[src/source/busPkg.sv]
// Bus types: word address and bus-master identifier
`default_nettype none

package busPkg;

	// Word address, one 16-bit word per location
	typedef logic [15:0] addrT;

	// Masters sharing the external bus
	typedef enum logic {
		FETCH,
		DATA
	} masterIdT;

endpackage

`default_nettype wire

[src/source/cpuPkg.sv]
// Instruction-set types: instruction classes, ALU operations, operand selects, word types
`default_nettype none

package cpuPkg;

	// One register or memory word
	typedef logic [15:0] dataWordT;

	// Register number, r0 to r7
	typedef logic [2:0] regIdxT;

	// Decoded instruction kinds
	typedef enum logic [4:0] {
		MOVI, ADDI, ADDR, SUBI, SUBR,
		CMPR, ANDR, EORR, ORRR, MVNR,
		LSLR, LSRR, STRI, LDRI,
		BCOND, BUNC, NOP, HALT, ILLEGAL
	} instrClassT;

	// ALU and shifter operations
	typedef enum logic [3:0] {
		ADD, SUB, AND, EOR, ORR,
		MVN, PASSB, LSL, LSR
	} aluOpT;

	// Source of ALU operand B
	typedef enum logic [1:0] {
		REG,   // second register
		IMM3,  // bits 8:6
		IMM8,  // bits 7:0
		OFF5   // bits 10:6, word offset
	} opBSelT;

	// Register write source
	typedef enum logic {
		ALU,
		MEM
	} wrDataSelT;

	// Next PC choice
	typedef enum logic [1:0] {
		SEQ,   // PC+1
		COND,  // PC+1 plus 8-bit offset
		UNC    // PC+1 plus 11-bit offset
	} brSelT;

	// Condition flags, N in the top bit
	typedef struct packed {
		logic n;
		logic z;
		logic c;
		logic v;
	} flagsT;

endpackage

`default_nettype wire
[src/source/thumbCore.sv]
// Thumb core top level joining decoder, sequencer, datapath, load/store and arbiter
`timescale 1ns/1ps
`default_nettype none

module thumbCore
	import cpuPkg::*, busPkg::*;
#(
	parameter addrT ResetVector = '0
) (
	input  logic     clk,
	input  logic     rstN,
	output logic     wbCyc,
	output logic     wbStb,
	output logic     wbWe,
	output addrT     wbAdr,
	output dataWordT wbDatW,
	input  dataWordT wbDatR,
	input  logic     wbAck,
	output logic     halted
);

	dataWordT  instr;
	flagsT     flags;
	logic      regWrite, memWrite, memRead, setNZ, setCV, halt;
	aluOpT     aluOp;
	opBSelT    opBSel;
	wrDataSelT wrDataSel;
	brSelT     brSel;
	regIdxT    reg1Loc, reg2Loc, reg3Loc;
	logic      execEn, loadWrEn, memDone;
	addrT      memAddr;
	dataWordT  storeData, loadData;
	logic      fetchCyc, fetchStb, fetchAck;
	addrT      fetchAdr;
	dataWordT  fetchDatR;
	logic      dataCyc, dataStb, dataWe, dataAck;
	addrT      dataAdr;
	dataWordT  dataDatW, dataDatR;

	cpuControl u_cpuControl (
		.instr(instr), .flags(flags), .regWrite(regWrite), .memWrite(memWrite),
		.memRead(memRead), .setNZ(setNZ), .setCV(setCV), .halt(halt), .aluOp(aluOp),
		.opBSel(opBSel), .wrDataSel(wrDataSel), .brSel(brSel),
		.reg1Loc(reg1Loc), .reg2Loc(reg2Loc), .reg3Loc(reg3Loc)
	);

	instrSequencer #(.ResetVector(ResetVector)) u_instrSequencer (
		.clk(clk), .rstN(rstN), .fetchAck(fetchAck), .fetchDatR(fetchDatR),
		.brSel(brSel), .halt(halt), .memRead(memRead), .memWrite(memWrite),
		.memDone(memDone), .fetchCyc(fetchCyc), .fetchStb(fetchStb),
		.fetchAdr(fetchAdr), .instr(instr), .execEn(execEn), .loadWrEn(loadWrEn),
		.halted(halted)
	);

	execUnit u_execUnit (
		.clk(clk), .rstN(rstN), .execEn(execEn), .loadWrEn(loadWrEn), .instr(instr),
		.regWrite(regWrite), .setNZ(setNZ), .setCV(setCV), .aluOp(aluOp),
		.opBSel(opBSel), .wrDataSel(wrDataSel), .reg1Loc(reg1Loc), .reg2Loc(reg2Loc),
		.reg3Loc(reg3Loc), .loadData(loadData), .flags(flags), .memAddr(memAddr),
		.storeData(storeData)
	);

	loadStoreUnit u_loadStoreUnit (
		.clk(clk), .rstN(rstN), .memRead(memRead), .memWrite(memWrite),
		.execEn(execEn), .memAddr(memAddr), .storeData(storeData), .dataAck(dataAck),
		.dataDatR(dataDatR), .dataCyc(dataCyc), .dataStb(dataStb), .dataWe(dataWe),
		.dataAdr(dataAdr), .dataDatW(dataDatW), .loadData(loadData), .memDone(memDone)
	);

	// Fetch master only reads
	busArbiter u_busArbiter (
		.clk(clk), .rstN(rstN),
		.fetchCyc(fetchCyc), .fetchStb(fetchStb), .fetchWe(1'b0), .fetchAdr(fetchAdr),
		.fetchDatW('0), .fetchAck(fetchAck), .fetchDatR(fetchDatR),
		.dataCyc(dataCyc), .dataStb(dataStb), .dataWe(dataWe), .dataAdr(dataAdr),
		.dataDatW(dataDatW), .dataAck(dataAck), .dataDatR(dataDatR),
		.wbCyc(wbCyc), .wbStb(wbStb), .wbWe(wbWe), .wbAdr(wbAdr), .wbDatW(wbDatW),
		.wbDatR(wbDatR), .wbAck(wbAck)
	);

endmodule

`default_nettype wire

[src/source/busArbiter.sv]
// Two-master Wishbone classic arbiter with held grant
`timescale 1ns/1ps
`default_nettype none

module busArbiter
	import cpuPkg::*, busPkg::*;
(
	input  logic     clk,
	input  logic     rstN,
	input  logic     fetchCyc,
	input  logic     fetchStb,
	input  logic     fetchWe,
	input  addrT     fetchAdr,
	input  dataWordT fetchDatW,
	output logic     fetchAck,
	output dataWordT fetchDatR,
	input  logic     dataCyc,
	input  logic     dataStb,
	input  logic     dataWe,
	input  addrT     dataAdr,
	input  dataWordT dataDatW,
	output logic     dataAck,
	output dataWordT dataDatR,
	output logic     wbCyc,
	output logic     wbStb,
	output logic     wbWe,
	output addrT     wbAdr,
	output dataWordT wbDatW,
	input  dataWordT wbDatR,
	input  logic     wbAck
);

	masterIdT grant;
	masterIdT sel;
	logic     busy;
	logic     grantCyc;

	assign grantCyc = (grant == DATA) ? dataCyc : fetchCyc;

	// Held grant while its cyc stays high, else DATA has priority
	always_comb begin
		if (busy && grantCyc) begin
			sel = grant;
		end else begin
			sel = dataCyc ? DATA : FETCH;
		end
	end

	always_ff @(posedge clk or negedge rstN) begin
		if (!rstN) begin
			busy  <= 1'b0;
			grant <= FETCH;
		end else begin
			busy  <= wbCyc;
			grant <= sel;
		end
	end

	assign wbCyc  = (sel == DATA) ? dataCyc : fetchCyc;
	assign wbStb  = (sel == DATA) ? dataStb : fetchStb;
	assign wbWe   = (sel == DATA) ? dataWe : fetchWe;
	assign wbAdr  = (sel == DATA) ? dataAdr : fetchAdr;
	assign wbDatW = (sel == DATA) ? dataDatW : fetchDatW;

	assign fetchAck  = wbAck && wbCyc && (sel == FETCH);
	assign dataAck   = wbAck && wbCyc && (sel == DATA);
	assign fetchDatR = (sel == FETCH) ? wbDatR : '0;
	assign dataDatR  = (sel == DATA) ? wbDatR : '0;

endmodule

`default_nettype wire

[src/source/loadStoreUnit.sv]
// Wishbone data master for LDR and STR
`timescale 1ns/1ps
`default_nettype none

module loadStoreUnit
	import cpuPkg::*, busPkg::*;
(
	input  logic     clk,
	input  logic     rstN,
	input  logic     memRead,
	input  logic     memWrite,
	input  logic     execEn,
	input  addrT     memAddr,
	input  dataWordT storeData,
	input  logic     dataAck,
	input  dataWordT dataDatR,
	output logic     dataCyc,
	output logic     dataStb,
	output logic     dataWe,
	output addrT     dataAdr,
	output dataWordT dataDatW,
	output dataWordT loadData,
	output logic     memDone
);

	logic startReq;

	// Memory access begins on the edge that ends EXEC
	assign startReq = execEn && (memRead || memWrite);

	always_ff @(posedge clk or negedge rstN) begin
		if (!rstN) begin
			dataCyc <= 1'b0;
			dataWe  <= 1'b0;
		end else if (dataCyc) begin
			if (dataAck) begin
				dataCyc <= 1'b0;
				dataWe  <= 1'b0;
			end
		end else if (startReq) begin
			dataCyc <= 1'b1;
			dataWe  <= memWrite;
		end
	end

	always_ff @(posedge clk) begin
		if (startReq && !dataCyc) begin
			dataAdr  <= memAddr;
			dataDatW <= storeData;
		end
	end

	assign dataStb  = dataCyc;
	assign memDone  = dataCyc && dataAck;
	// Read data valid in the ack cycle only
	assign loadData = dataDatR;

endmodule

`default_nettype wire

[src/source/execUnit.sv]
// Register file, ALU with shifter, and NZCV flag register
`timescale 1ns/1ps
`default_nettype none

module execUnit
	import cpuPkg::*, busPkg::*;
(
	input  logic      clk,
	input  logic      rstN,
	input  logic      execEn,
	input  logic      loadWrEn,
	input  dataWordT  instr,
	input  logic      regWrite,
	input  logic      setNZ,
	input  logic      setCV,
	input  aluOpT     aluOp,
	input  opBSelT    opBSel,
	input  wrDataSelT wrDataSel,
	input  regIdxT    reg1Loc,
	input  regIdxT    reg2Loc,
	input  regIdxT    reg3Loc,
	input  dataWordT  loadData,
	output flagsT     flags,
	output addrT      memAddr,
	output dataWordT  storeData
);

	dataWordT    regs [8];
	dataWordT    opA;
	dataWordT    opB;
	dataWordT    result;
	dataWordT    wrData;
	logic [16:0] sum;
	logic        carry;
	logic        overflow;
	logic        wrEn;

	assign opA = regs[reg1Loc];

	always_comb begin
		case (opBSel)
			IMM3:    opB = {13'd0, instr[8:6]};
			IMM8:    opB = {8'd0, instr[7:0]};
			OFF5:    opB = {11'd0, instr[10:6]};
			default: opB = regs[reg2Loc];
		endcase
	end

	// C is the no-borrow bit on subtract
	always_comb begin
		sum      = {1'b0, opA} + {1'b0, opB};
		result   = sum[15:0];
		carry    = sum[16];
		overflow = (opA[15] == opB[15]) && (sum[15] != opA[15]);
		case (aluOp)
			SUB: begin
				sum      = {1'b0, opA} + {1'b0, ~opB} + 17'd1;
				result   = sum[15:0];
				carry    = sum[16];
				overflow = (opA[15] != opB[15]) && (sum[15] != opA[15]);
			end
			AND:   result = opA & opB;
			EOR:   result = opA ^ opB;
			ORR:   result = opA | opB;
			MVN:   result = ~opB;
			PASSB: result = opB;
			// Shift amount from the low byte, 16 and up clears
			LSL:   result = (opB[7:4] != 4'd0) ? '0 : opA << opB[3:0];
			LSR:   result = (opB[7:4] != 4'd0) ? '0 : opA >> opB[3:0];
			default: ;
		endcase
	end

	assign wrEn   = loadWrEn || (execEn && regWrite && wrDataSel == ALU);
	assign wrData = (wrDataSel == MEM) ? loadData : result;

	always_ff @(posedge clk or negedge rstN) begin
		if (!rstN) begin
			for (int i = 0; i < 8; i++) begin
				regs[i] <= '0;
			end
			flags <= '0;
		end else begin
			if (wrEn) begin
				regs[reg3Loc] <= wrData;
			end
			if (execEn && setNZ) begin
				flags.n <= result[15];
				flags.z <= (result == '0);
			end
			if (execEn && setCV) begin
				flags.c <= carry;
				flags.v <= overflow;
			end
		end
	end

	assign memAddr   = result;
	assign storeData = regs[reg2Loc];

endmodule

`default_nettype wire

[src/source/instrSequencer.sv]
// Program counter, instruction register, fetch master and core FSM
`timescale 1ns/1ps
`default_nettype none

module instrSequencer
	import cpuPkg::*, busPkg::*;
#(
	parameter addrT ResetVector = '0
) (
	input  logic     clk,
	input  logic     rstN,
	input  logic     fetchAck,
	input  dataWordT fetchDatR,
	input  brSelT    brSel,
	input  logic     halt,
	input  logic     memRead,
	input  logic     memWrite,
	input  logic     memDone,
	output logic     fetchCyc,
	output logic     fetchStb,
	output addrT     fetchAdr,
	output dataWordT instr,
	output logic     execEn,
	output logic     loadWrEn,
	output logic     halted
);

	typedef enum logic [1:0] {FETCH, EXEC, MEM, HALTED} stateT;

	stateT    state;
	addrT     pc;
	addrT     nextPc;
	dataWordT ir;
	logic     isMem;

	assign isMem = memRead | memWrite;

	// Branch offsets are relative to the following instruction
	always_comb begin
		case (brSel)
			COND:    nextPc = pc + 16'd1 + {{8{ir[7]}}, ir[7:0]};
			UNC:     nextPc = pc + 16'd1 + {{5{ir[10]}}, ir[10:0]};
			default: nextPc = pc + 16'd1;
		endcase
	end

	always_ff @(posedge clk or negedge rstN) begin
		if (!rstN) begin
			state    <= FETCH;
			pc       <= ResetVector;
			fetchCyc <= 1'b0;
			halted   <= 1'b0;
		end else begin
			case (state)
				FETCH: begin
					// First fetch after reset is raised here
					if (!fetchCyc) begin
						fetchCyc <= 1'b1;
					end else if (fetchAck) begin
						fetchCyc <= 1'b0;
						state    <= EXEC;
					end
				end
				EXEC: begin
					if (halt) begin
						state  <= HALTED;
						halted <= 1'b1;
					end else begin
						pc <= nextPc;
						if (isMem) begin
							state <= MEM;
						end else begin
							state    <= FETCH;
							fetchCyc <= 1'b1;
						end
					end
				end
				MEM: begin
					if (memDone) begin
						state    <= FETCH;
						fetchCyc <= 1'b1;
					end
				end
				HALTED: state <= HALTED;
				default: state <= FETCH;
			endcase
		end
	end

	// Instruction register loads in the fetch ack cycle
	always_ff @(posedge clk) begin
		if (state == FETCH && fetchCyc && fetchAck) begin
			ir <= fetchDatR;
		end
	end

	assign fetchStb = fetchCyc;
	assign fetchAdr = pc;
	assign instr    = ir;
	assign execEn   = (state == EXEC);
	assign loadWrEn = (state == MEM) && memRead && memDone;

endmodule

`default_nettype wire

[src/source/cpuControl.sv]
// Instruction decoder driving datapath controls and resolving branch conditions
`timescale 1ns/1ps
`default_nettype none

module cpuControl
	import cpuPkg::*;
(
	input  dataWordT  instr,
	input  flagsT     flags,
	output logic      regWrite,
	output logic      memWrite,
	output logic      memRead,
	output logic      setNZ,
	output logic      setCV,
	output logic      halt,
	output aluOpT     aluOp,
	output opBSelT    opBSel,
	output wrDataSelT wrDataSel,
	output brSelT     brSel,
	output regIdxT    reg1Loc,
	output regIdxT    reg2Loc,
	output regIdxT    reg3Loc
);

	instrClassT cls;
	logic       condPass;

	// Classify by the fixed opcode bits
	always_comb begin
		casez (instr)
			16'b0010_0???_????_????: cls = MOVI;
			16'b0001_100?_????_????: cls = ADDR;
			16'b0001_101?_????_????: cls = SUBR;
			16'b0001_110?_????_????: cls = ADDI;
			16'b0001_111?_????_????: cls = SUBI;
			16'b0100_0000_00??_????: cls = ANDR;
			16'b0100_0000_01??_????: cls = EORR;
			16'b0100_0000_10??_????: cls = LSLR;
			16'b0100_0000_11??_????: cls = LSRR;
			16'b0100_0010_10??_????: cls = CMPR;
			16'b0100_0011_00??_????: cls = ORRR;
			16'b0100_0011_11??_????: cls = MVNR;
			16'b0110_0???_????_????: cls = STRI;
			16'b0110_1???_????_????: cls = LDRI;
			16'b1101_????_????_????: cls = BCOND;
			16'b1110_0???_????_????: cls = BUNC;
			16'b1011_1111_0000_0000: cls = NOP;
			16'b1011_1110_????_????: cls = HALT;
			default:                 cls = ILLEGAL;
		endcase
	end

	// Condition field of B<cond> against NZCV
	always_comb begin
		case (instr[11:8])
			4'h0:    condPass = flags.z;
			4'h1:    condPass = !flags.z;
			4'h2:    condPass = flags.c;
			4'h3:    condPass = !flags.c;
			4'h4:    condPass = flags.n;
			4'h5:    condPass = !flags.n;
			4'hA:    condPass = (flags.n == flags.v);
			4'hB:    condPass = (flags.n != flags.v);
			4'hC:    condPass = !flags.z && (flags.n == flags.v);
			4'hD:    condPass = flags.z || (flags.n != flags.v);
			default: condPass = 1'b0;
		endcase
	end

	always_comb begin
		regWrite  = 1'b0;
		memWrite  = 1'b0;
		memRead   = 1'b0;
		setNZ     = 1'b0;
		setCV     = 1'b0;
		halt      = 1'b0;
		aluOp     = ADD;
		opBSel    = REG;
		wrDataSel = ALU;
		brSel     = SEQ;
		// Two-register data-processing layout
		reg1Loc   = instr[2:0];
		reg2Loc   = instr[5:3];
		reg3Loc   = instr[2:0];
		case (cls)
			MOVI: begin
				aluOp    = PASSB;
				opBSel   = IMM8;
				reg3Loc  = instr[10:8];
				regWrite = 1'b1;
				setNZ    = 1'b1;
			end
			ADDI, ADDR, SUBI, SUBR: begin
				reg1Loc  = instr[5:3];
				reg2Loc  = instr[8:6];
				regWrite = 1'b1;
				setNZ    = 1'b1;
				setCV    = 1'b1;
				if (cls == SUBI || cls == SUBR) begin
					aluOp = SUB;
				end
				if (cls == ADDI || cls == SUBI) begin
					opBSel = IMM3;
				end
			end
			CMPR: begin
				aluOp = SUB;
				setNZ = 1'b1;
				setCV = 1'b1;
			end
			ANDR, EORR, ORRR, MVNR, LSLR, LSRR: begin
				regWrite = 1'b1;
				setNZ    = 1'b1;
				case (cls)
					ANDR:    aluOp = AND;
					EORR:    aluOp = EOR;
					ORRR:    aluOp = ORR;
					MVNR:    aluOp = MVN;
					LSLR:    aluOp = LSL;
					default: aluOp = LSR;
				endcase
			end
			// Base plus word offset, data register in bits 2:0
			STRI: begin
				opBSel   = OFF5;
				reg1Loc  = instr[5:3];
				reg2Loc  = instr[2:0];
				memWrite = 1'b1;
			end
			LDRI: begin
				opBSel    = OFF5;
				reg1Loc   = instr[5:3];
				memRead   = 1'b1;
				regWrite  = 1'b1;
				wrDataSel = MEM;
			end
			BCOND: begin
				if (condPass) begin
					brSel = COND;
				end
			end
			BUNC: brSel = UNC;
			HALT: halt = 1'b1;
			default: ;
		endcase
	end

endmodule

`default_nettype wire

[config.mk]
export PLATFORM = sky130hd
export DESIGN_NAME = thumbCore
export DESIGN_NICKNAME = d
export VERILOG_FILES = /design/src/source/busPkg.sv /design/src/source/cpuPkg.sv /design/src/source/thumbCore.sv /design/src/source/busArbiter.sv /design/src/source/loadStoreUnit.sv /design/src/source/execUnit.sv /design/src/source/instrSequencer.sv /design/src/source/cpuControl.sv
export SDC_FILE = /design/constraint.sdc
export NUM_CORES = 1
export LEC_CHECK = 0
export ABC_AREA = 1
export ABC_CLOCK_PERIOD_IN_PS = 6470
export BUFFER_PORTS_ARGS = -buffer_cell sky130_fd_sc_hd__buf_4
export CAP_MARGIN = 30
export CORE_MARGIN = 2
export CORE_UTILIZATION = 50
export CTS_CLUSTER_SIZE = 20
export DETAILED_ROUTE_END_ITERATION = 12
export GPL_ROUTABILITY_DRIVEN = 0
export GPL_TIMING_DRIVEN = 0
export PLACE_DENSITY = 0.66
export SYNTH_ARGS = -nofsm -noshare
export SYNTH_HDL_FRONTEND = slang
export SYNTH_SLANG_ARGS = --single-unit
[constraint.sdc]
create_clock -name clk -period 6.47 [get_ports clk]
set_input_delay 0.3235 -clock clk [delete_from_list [all_inputs] [get_ports clk]]
set_output_delay 0.3235 -clock clk [all_outputs]
set_load 0.01 [all_outputs]
==> reports/metrics.yaml, run 1 <==
drcViolationCount: 0
fill_cells: 3229
synthAdderAreaFrac_pct: 5.698
viasPerCell: 5.776
ff_latch_area_um2: 5345
die_height_um: 186.4
syn-cell-area_um2: 16640
drive_gt1_share_pct: 10.52
numClockSinks: 204
place_hpwl_um: 46530
critPathMaxStageDelay_ns: 0.48
synth.distinct_cells: 63
worstMarginPinSlew_ns: 0.9880
wl_um: 62250
synth-main-ff-cell: "dfrtp_1"
port_buffers: 54
synth_xor_area_share_pct: 1.473
vias: 17658
dp.cells: 3010
ys_warn_count: 0
numCtsBuffers: 23
area_growth_pct: 11.98
synth_compound_area_share_pct: 15.37
period_needed_ns: 6.151
yosys.area_share.simple_pct: 34.69
outcome: "finished clean"
arrival_ns: 6.58
multiInputGateArea_um2: 9608
cts_root_buf: "clkbuf_16"
final_common_cell: "nand2_1"
grt_max_degree: 90
final-max-slew-violation-count: 0
ios: 55
slowest_stage: "edfxtp_1"
grt_overflow: 0
synth_edf_count: 48
h-tree-depth: 1
slew_headroom_pct: 34.13
first_iter_violations: 1996
first_pass_iters: 8
clk_pin_slew_ns: 0.06
critPathLaunchType: "flip-flop"
cp.buffers_inverters: 7
clock.fmax_mhz: 162.6
post-route-util_pct: 57.13
setup_viol: 0
synth_top_family_by_area: "simple AND/OR/NAND/NOR gates"
yosys_register_bits: 204
min_path_type: "input port to flip-flop"
n_antenna_cell: 0
synthMuxAreaShare_pct: 0
critPathMostFrequentCell: "nand2_1"
synth-async-reset-ratio_pct: 76.47
antenna_found_initial: 0
critPathRequiredTime_ns: 6.89
final_cell_mix: "nand2_1, inv_1, nand3_1, dfrtp_1, nor2_1"
syn_nets: 2602
rows: 66
syn_area_per_cell_um2: 6.634
grt_pass1_vias: 16680
instances_no_fill: 3057
synth_cells: 2509
crit_path_end_kind: "flip-flop"
die-area_um2: 34760
clk_latency_ns: 0.54
holdWs_ns: 0.1284
wl_per_cell_um: 20.36
finClkSkew_ns: 0.01148
die_w_um: 186.4
crit_family: "simple AND/OR/NAND/NOR gates"
final_nets: 2691
yosysSeqAreaShare_pct: 32.12
antenna_left: 0
period_share_pct: 95.07
worstPathMaxFanout: 10
cts_tree: "done"
crit_type: "flip-flop to flip-flop"
cts_buffer_depth: 3
grt_first_pass_wirelength_um: 95740
fp.coreArea_um2: 32620
grt_use_total_pct: 35.25
initial_core_util_pct: 51.02
hold_viol_final: 0
fin_setup_tns_ns: 0
maxCapViolCount: 0
rsz0062_at_grt: "false"
cells in the mapped netlist (5+ instances only):
master	number	area, um2
a31oi_1	7	43.79
inv_1	305	1145
nor2_2	13	81.33
a21oi_1	91	455.4
ha_1	71	888.4
buf_2	42	210.2
buf_6	11	123.9
inv_2	14	52.55
nand2_1	863	3239
or2_2	5	31.28
o211ai_1	22	165.2
o2111ai_1	5	43.79
nor3_1	30	150.1
edfxtp_1	48	1441
o211ai_2	7	87.58
dfrtp_1	156	3904
o21ai_2	12	105.1
o31ai_1	6	45.04
buf_1	6	22.52
clkbuf_1	40	150.1
o22ai_1	22	137.6
o21ai_1	45	225.2
and2_1	7	43.79
nand3_1	242	1211
o21ai_0	148	740.7
nand4_1	14	87.58
buf_4	5	37.54
nand2_2	17	106.4
o21bai_1	5	37.54
xor2_1	25	219.0
o22ai_4	13	260.3
clkinv_1	6	22.52
nor2_1	151	566.8
final timing paths:
check | cells after the start | startpoint | slack, ns | end
hold reg to reg | 2 | u_instrSequencer.halted | 0.47 | u_instrSequencer.halted
min in group asynchronous | 2 | rstN | 0.33 | u_instrSequencer.fetchAdr[14]
setup reg to reg | 37 | u_instrSequencer.instr[13] | 0.32 | u_execUnit.regs[95]
hold / removal | 3 | wbDatR[2] | 0.13 | u_instrSequencer.instr[2]
setup / recovery | 37 | u_instrSequencer.instr[13] | 0.32 | u_execUnit.regs[95]
max in group asynchronous | 3 | rstN | 5.23 | u_execUnit.regs[123]
repair_timing:
action / 4_1_cts / 5_1_grt
pin swaps: 0 / 4
hold buffers: 1 / 0
endpoints found under the setup margin: 16 / 48
hold endpoints to repair: 67 / 0
gates resized for setup: 3 / 28
buffers inserted: 0 / 6
layout make-up:
cell class | count | area share (%)
Clock buffer | 35 | 3.605
Tap cell | 442 | 2.967
Timing Repair Buffer | 66 | 3.102
Multi-Input combinational cell | 1875 | 51.55
Buffer | 102 | 2.947
Clock inverter | 7 | 0.5304
Sequential cell | 204 | 28.68
Inverter | 326 | 6.613
routing by layer:
metal,track usage (%),wire (um)
met5,0,0
met4,17.60,3481
met3,6.244,6749
met2,57.38,28280
met1,45.25,23730
flip-flops by register name, summed over array words and instances, names as in the netlist:
name and flops:
u_execUnit.regs 128, u_loadStoreUnit.dataDatW 16, u_loadStoreUnit.dataWe 1, u_instrSequencer.halted 1, u_loadStoreUnit.dataAdr 16, u_instrSequencer.fetchAdr 16
u_instrSequencer.state 2, u_instrSequencer.instr 16, u_execUnit.flags 4, u_busArbiter.grant 1, u_instrSequencer.fetchCyc 1, u_busArbiter.busy 1
u_loadStoreUnit.dataCyc 1
cells by family after synthesis:
kind of cell,Yosys count
DFF,204
buffers and inverters,430
AOI/OAI and AO/OA,407
adders and majority gates,74
xor gates and xnor gates,28
and+or+nand+nor,1366
worst register-to-register path, delay by kind of cell, from the launching register on:
family | cells | cell delay, ns
compound gates | 5 | 0.72
xor+xnor | 1 | 0.14
fa+ha+maj | 1 | 0.44
buf+inv | 7 | 1.30
flops | 1 | 0.48
simple gates | 23 | 2.94
stage by stage:
step | cell area, um2 | setup slack (ns)
finish | 18640 | 0.3189
floorplan | 16640 | 1.612
CTS | 18500 | 0.002633
global placement | 17600 | -0.008245
global route | 18640 | 0.002871
detailed placement | 17700 | -0.1787
Power of run 1 is not shown: default switching activity piles up to over one toggle a cycle in this logic, so the estimate is an artifact.
==> inputs of run 2 (changes only) <==
--- a/config.mk
+++ b/config.mk
@@ -9,6 +9,7 @@
 export ABC_CLOCK_PERIOD_IN_PS = 6470
 export BUFFER_PORTS_ARGS = -buffer_cell sky130_fd_sc_hd__buf_4
 export CAP_MARGIN = 30
+export CORE_ASPECT_RATIO = 1.2
 export CORE_MARGIN = 2
 export CORE_UTILIZATION = 50
 export CTS_CLUSTER_SIZE = 20
==> run 2 against run 1 <==
  * Cell area is 0.16% higher
  * Maximum frequency is 1.2% lower
  * Routed wire length is 2.6% higher
  * Non-clock buffer count is 3 lower
  * Critical path type unchanged
==> reports/metrics.yaml, run 2 (same netlist as run 1, synthesis figures left out) <==
outcome: "finished clean"
clk_latency_ns: 0.58
critPathLaunchType: "flip-flop"
cts_root_buf: "clkbuf_16"
min_to: "u_instrSequencer.instr[2]"
crit_family: "simple AND/OR/NAND/NOR gates"
worst_slack_ns: 0.2451
r2r_cells: 35
area_growth_pct: 12.16
arrival_ns: 6.66
numClockSinks: 204
cts_tree: "done"
period_needed_ns: 6.225
antenna_left: 0
period_share_pct: 96.21
regMostFlops: "u_execUnit.regs"
critPathMostFrequentCell: "nand2_1"
rows: 73
grt_overflow: 0
drcViolationCount: 0
first_pass_iters: 7
r2r-end: "u_execUnit.regs[126]"
setup_viol: 0
critPathMaxStageDelay_ns: 0.48
die_w_um: 170.6
min_path_type: "input port to flip-flop"
antenna_found_initial: 0
vias: 17878
port_buffers: 54
fp.coreArea_um2: 32970
wl_per_cell_um: 20.84
min_from: "wbDatR[2]"
drive_gt1_share_pct: 10.44
clk_pin_slew_ns: 0.06
hold_viol_final: 0
final_nets: 2689
cts_buffer_depth: 3
viasPerCell: 5.835
first_iter_violations: 2292
initial_core_util_pct: 50.48
fin_setup_tns_ns: 0
maxCapViolCount: 0
worstPathMaxFanout: 11
slew_headroom_pct: 33.69
grt_use_total_pct: 36.72
finClkSkew_ns: 0.03914
min_path_cells: 3
ios: 55
slowest_stage: "edfxtp_1"
grt_pass1_vias: 16793
die-area_um2: 34770
place_hpwl_um: 47020
final_common_cell: "nand2_1"
largest_reg_flops: 128
clock.fmax_mhz: 160.6
h-tree-depth: 1
grt_first_pass_wirelength_um: 96890
wl_um: 63850
place_ws_ns: 0.04427
worstMarginPinSlew_ns: 0.9947
critPathRequiredTime_ns: 6.91
crit_path_end_kind: "flip-flop"
numCtsBuffers: 24
die_height_um: 203.9
rrSetupSlack_ns: 0.25
holdWs_ns: 0.1027
final-max-slew-violation-count: 0
regToRegStartpoint: "u_instrSequencer.instr[10]"
grt_max_degree: 107
cp.buffers_inverters: 7
final_cell_mix: "nand2_1, inv_1, nand3_1, dfrtp_1, nor2_1"
crit_type: "flip-flop to flip-flop"
n_antenna_cell: 0
## run 2: cell types whose count changed in the layout (fill, tap and decap cells not counted), moves of 2 or more
| cell | before | now |
|---|---|---|
| clkbuf_8 | 3 | 5 |
| clkinv_4 | 1 | 3 |
| clkbuf_1 | 42 | 40 |
| clkbuf_4 | 2 | 7 |
| buf_4 | 64 | 59 |
| buf_2 | 39 | 35 |
## run 2: final cells by class
cell class | instances | area (um2)
buffer | 102 | 559.3
clock buffer | 36 | 716.9
clock inverter | 8 | 97.59
fill | 3229 | 14310
inverter | 326 | 1229
multi-input combinational | 1875 | 9589
sequential | 204 | 5345
tap | 450 | 563.0
timing repair buffer | 63 | 566.8
## run 2: metrics by stage
step,instances,area (um2),util (%)
CTS,3062,18530,56.21
detailed placement,3017,17710,53.71
global placement,3013,17610,53.41
global route,3064,18670,56.61
floorplan,2509,16640,-
finish,3064,18670,56.61
## run 2: worst reg2reg max path: cells and delay by family, from the launching register on
| family | cells | cell delay [ns] |
|---|---|---|
| AOI/OAI and AO/OA | 9 | 1.61 |
| adders and majority gates | 1 | 0.47 |
| buffers and inverters | 7 | 1.12 |
| DFF | 1 | 0.48 |
| and+or+nand+nor | 18 | 2.39 |
## run 2: worst max path at each step
stage / cells after the start / to / start / slack [ns]
finish: 35 / u_execUnit.regs[126] / u_instrSequencer.instr[10] / 0.25
global route: 34 / u_execUnit.regs[30] / u_instrSequencer.instr[14] / -0.01
CTS: 30 / u_execUnit.regs[30] / u_instrSequencer.instr[12] / 0.02
detailed placement: 30 / u_execUnit.regs[30] / u_instrSequencer.instr[12] / 0.04
global placement: 31 / u_execUnit.regs[14] / u_instrSequencer.instr[14] / 0.11
floorplan: 39 / u_execUnit.regs[111] / u_instrSequencer.instr[11] / 1.61
## run 2: what timing repair did
item,4_1_cts,5_1_grt
setup buffers,0,3
gates resized for setup,0,31
endpoints found under the hold margin,50,0
hold buffers,1,0
setup endpoints to repair,0,39
## run 2: layer usage
layer / wire length (um) / vias to the layer above / part of all wire [%] / track usage, %
li1: - / 8290 / - / -
met1: 23820 / 8212 / 37 / 44.41
met2: 29120 / 1082 / 46 / 60.29
met3: 6229 / 294 / 9.8 / 6.507
met4: 4688 / 0 / 7.3 / 23.41
met5: 0 / - / 0 / 0
Power of run 2 is left out for the same reason.
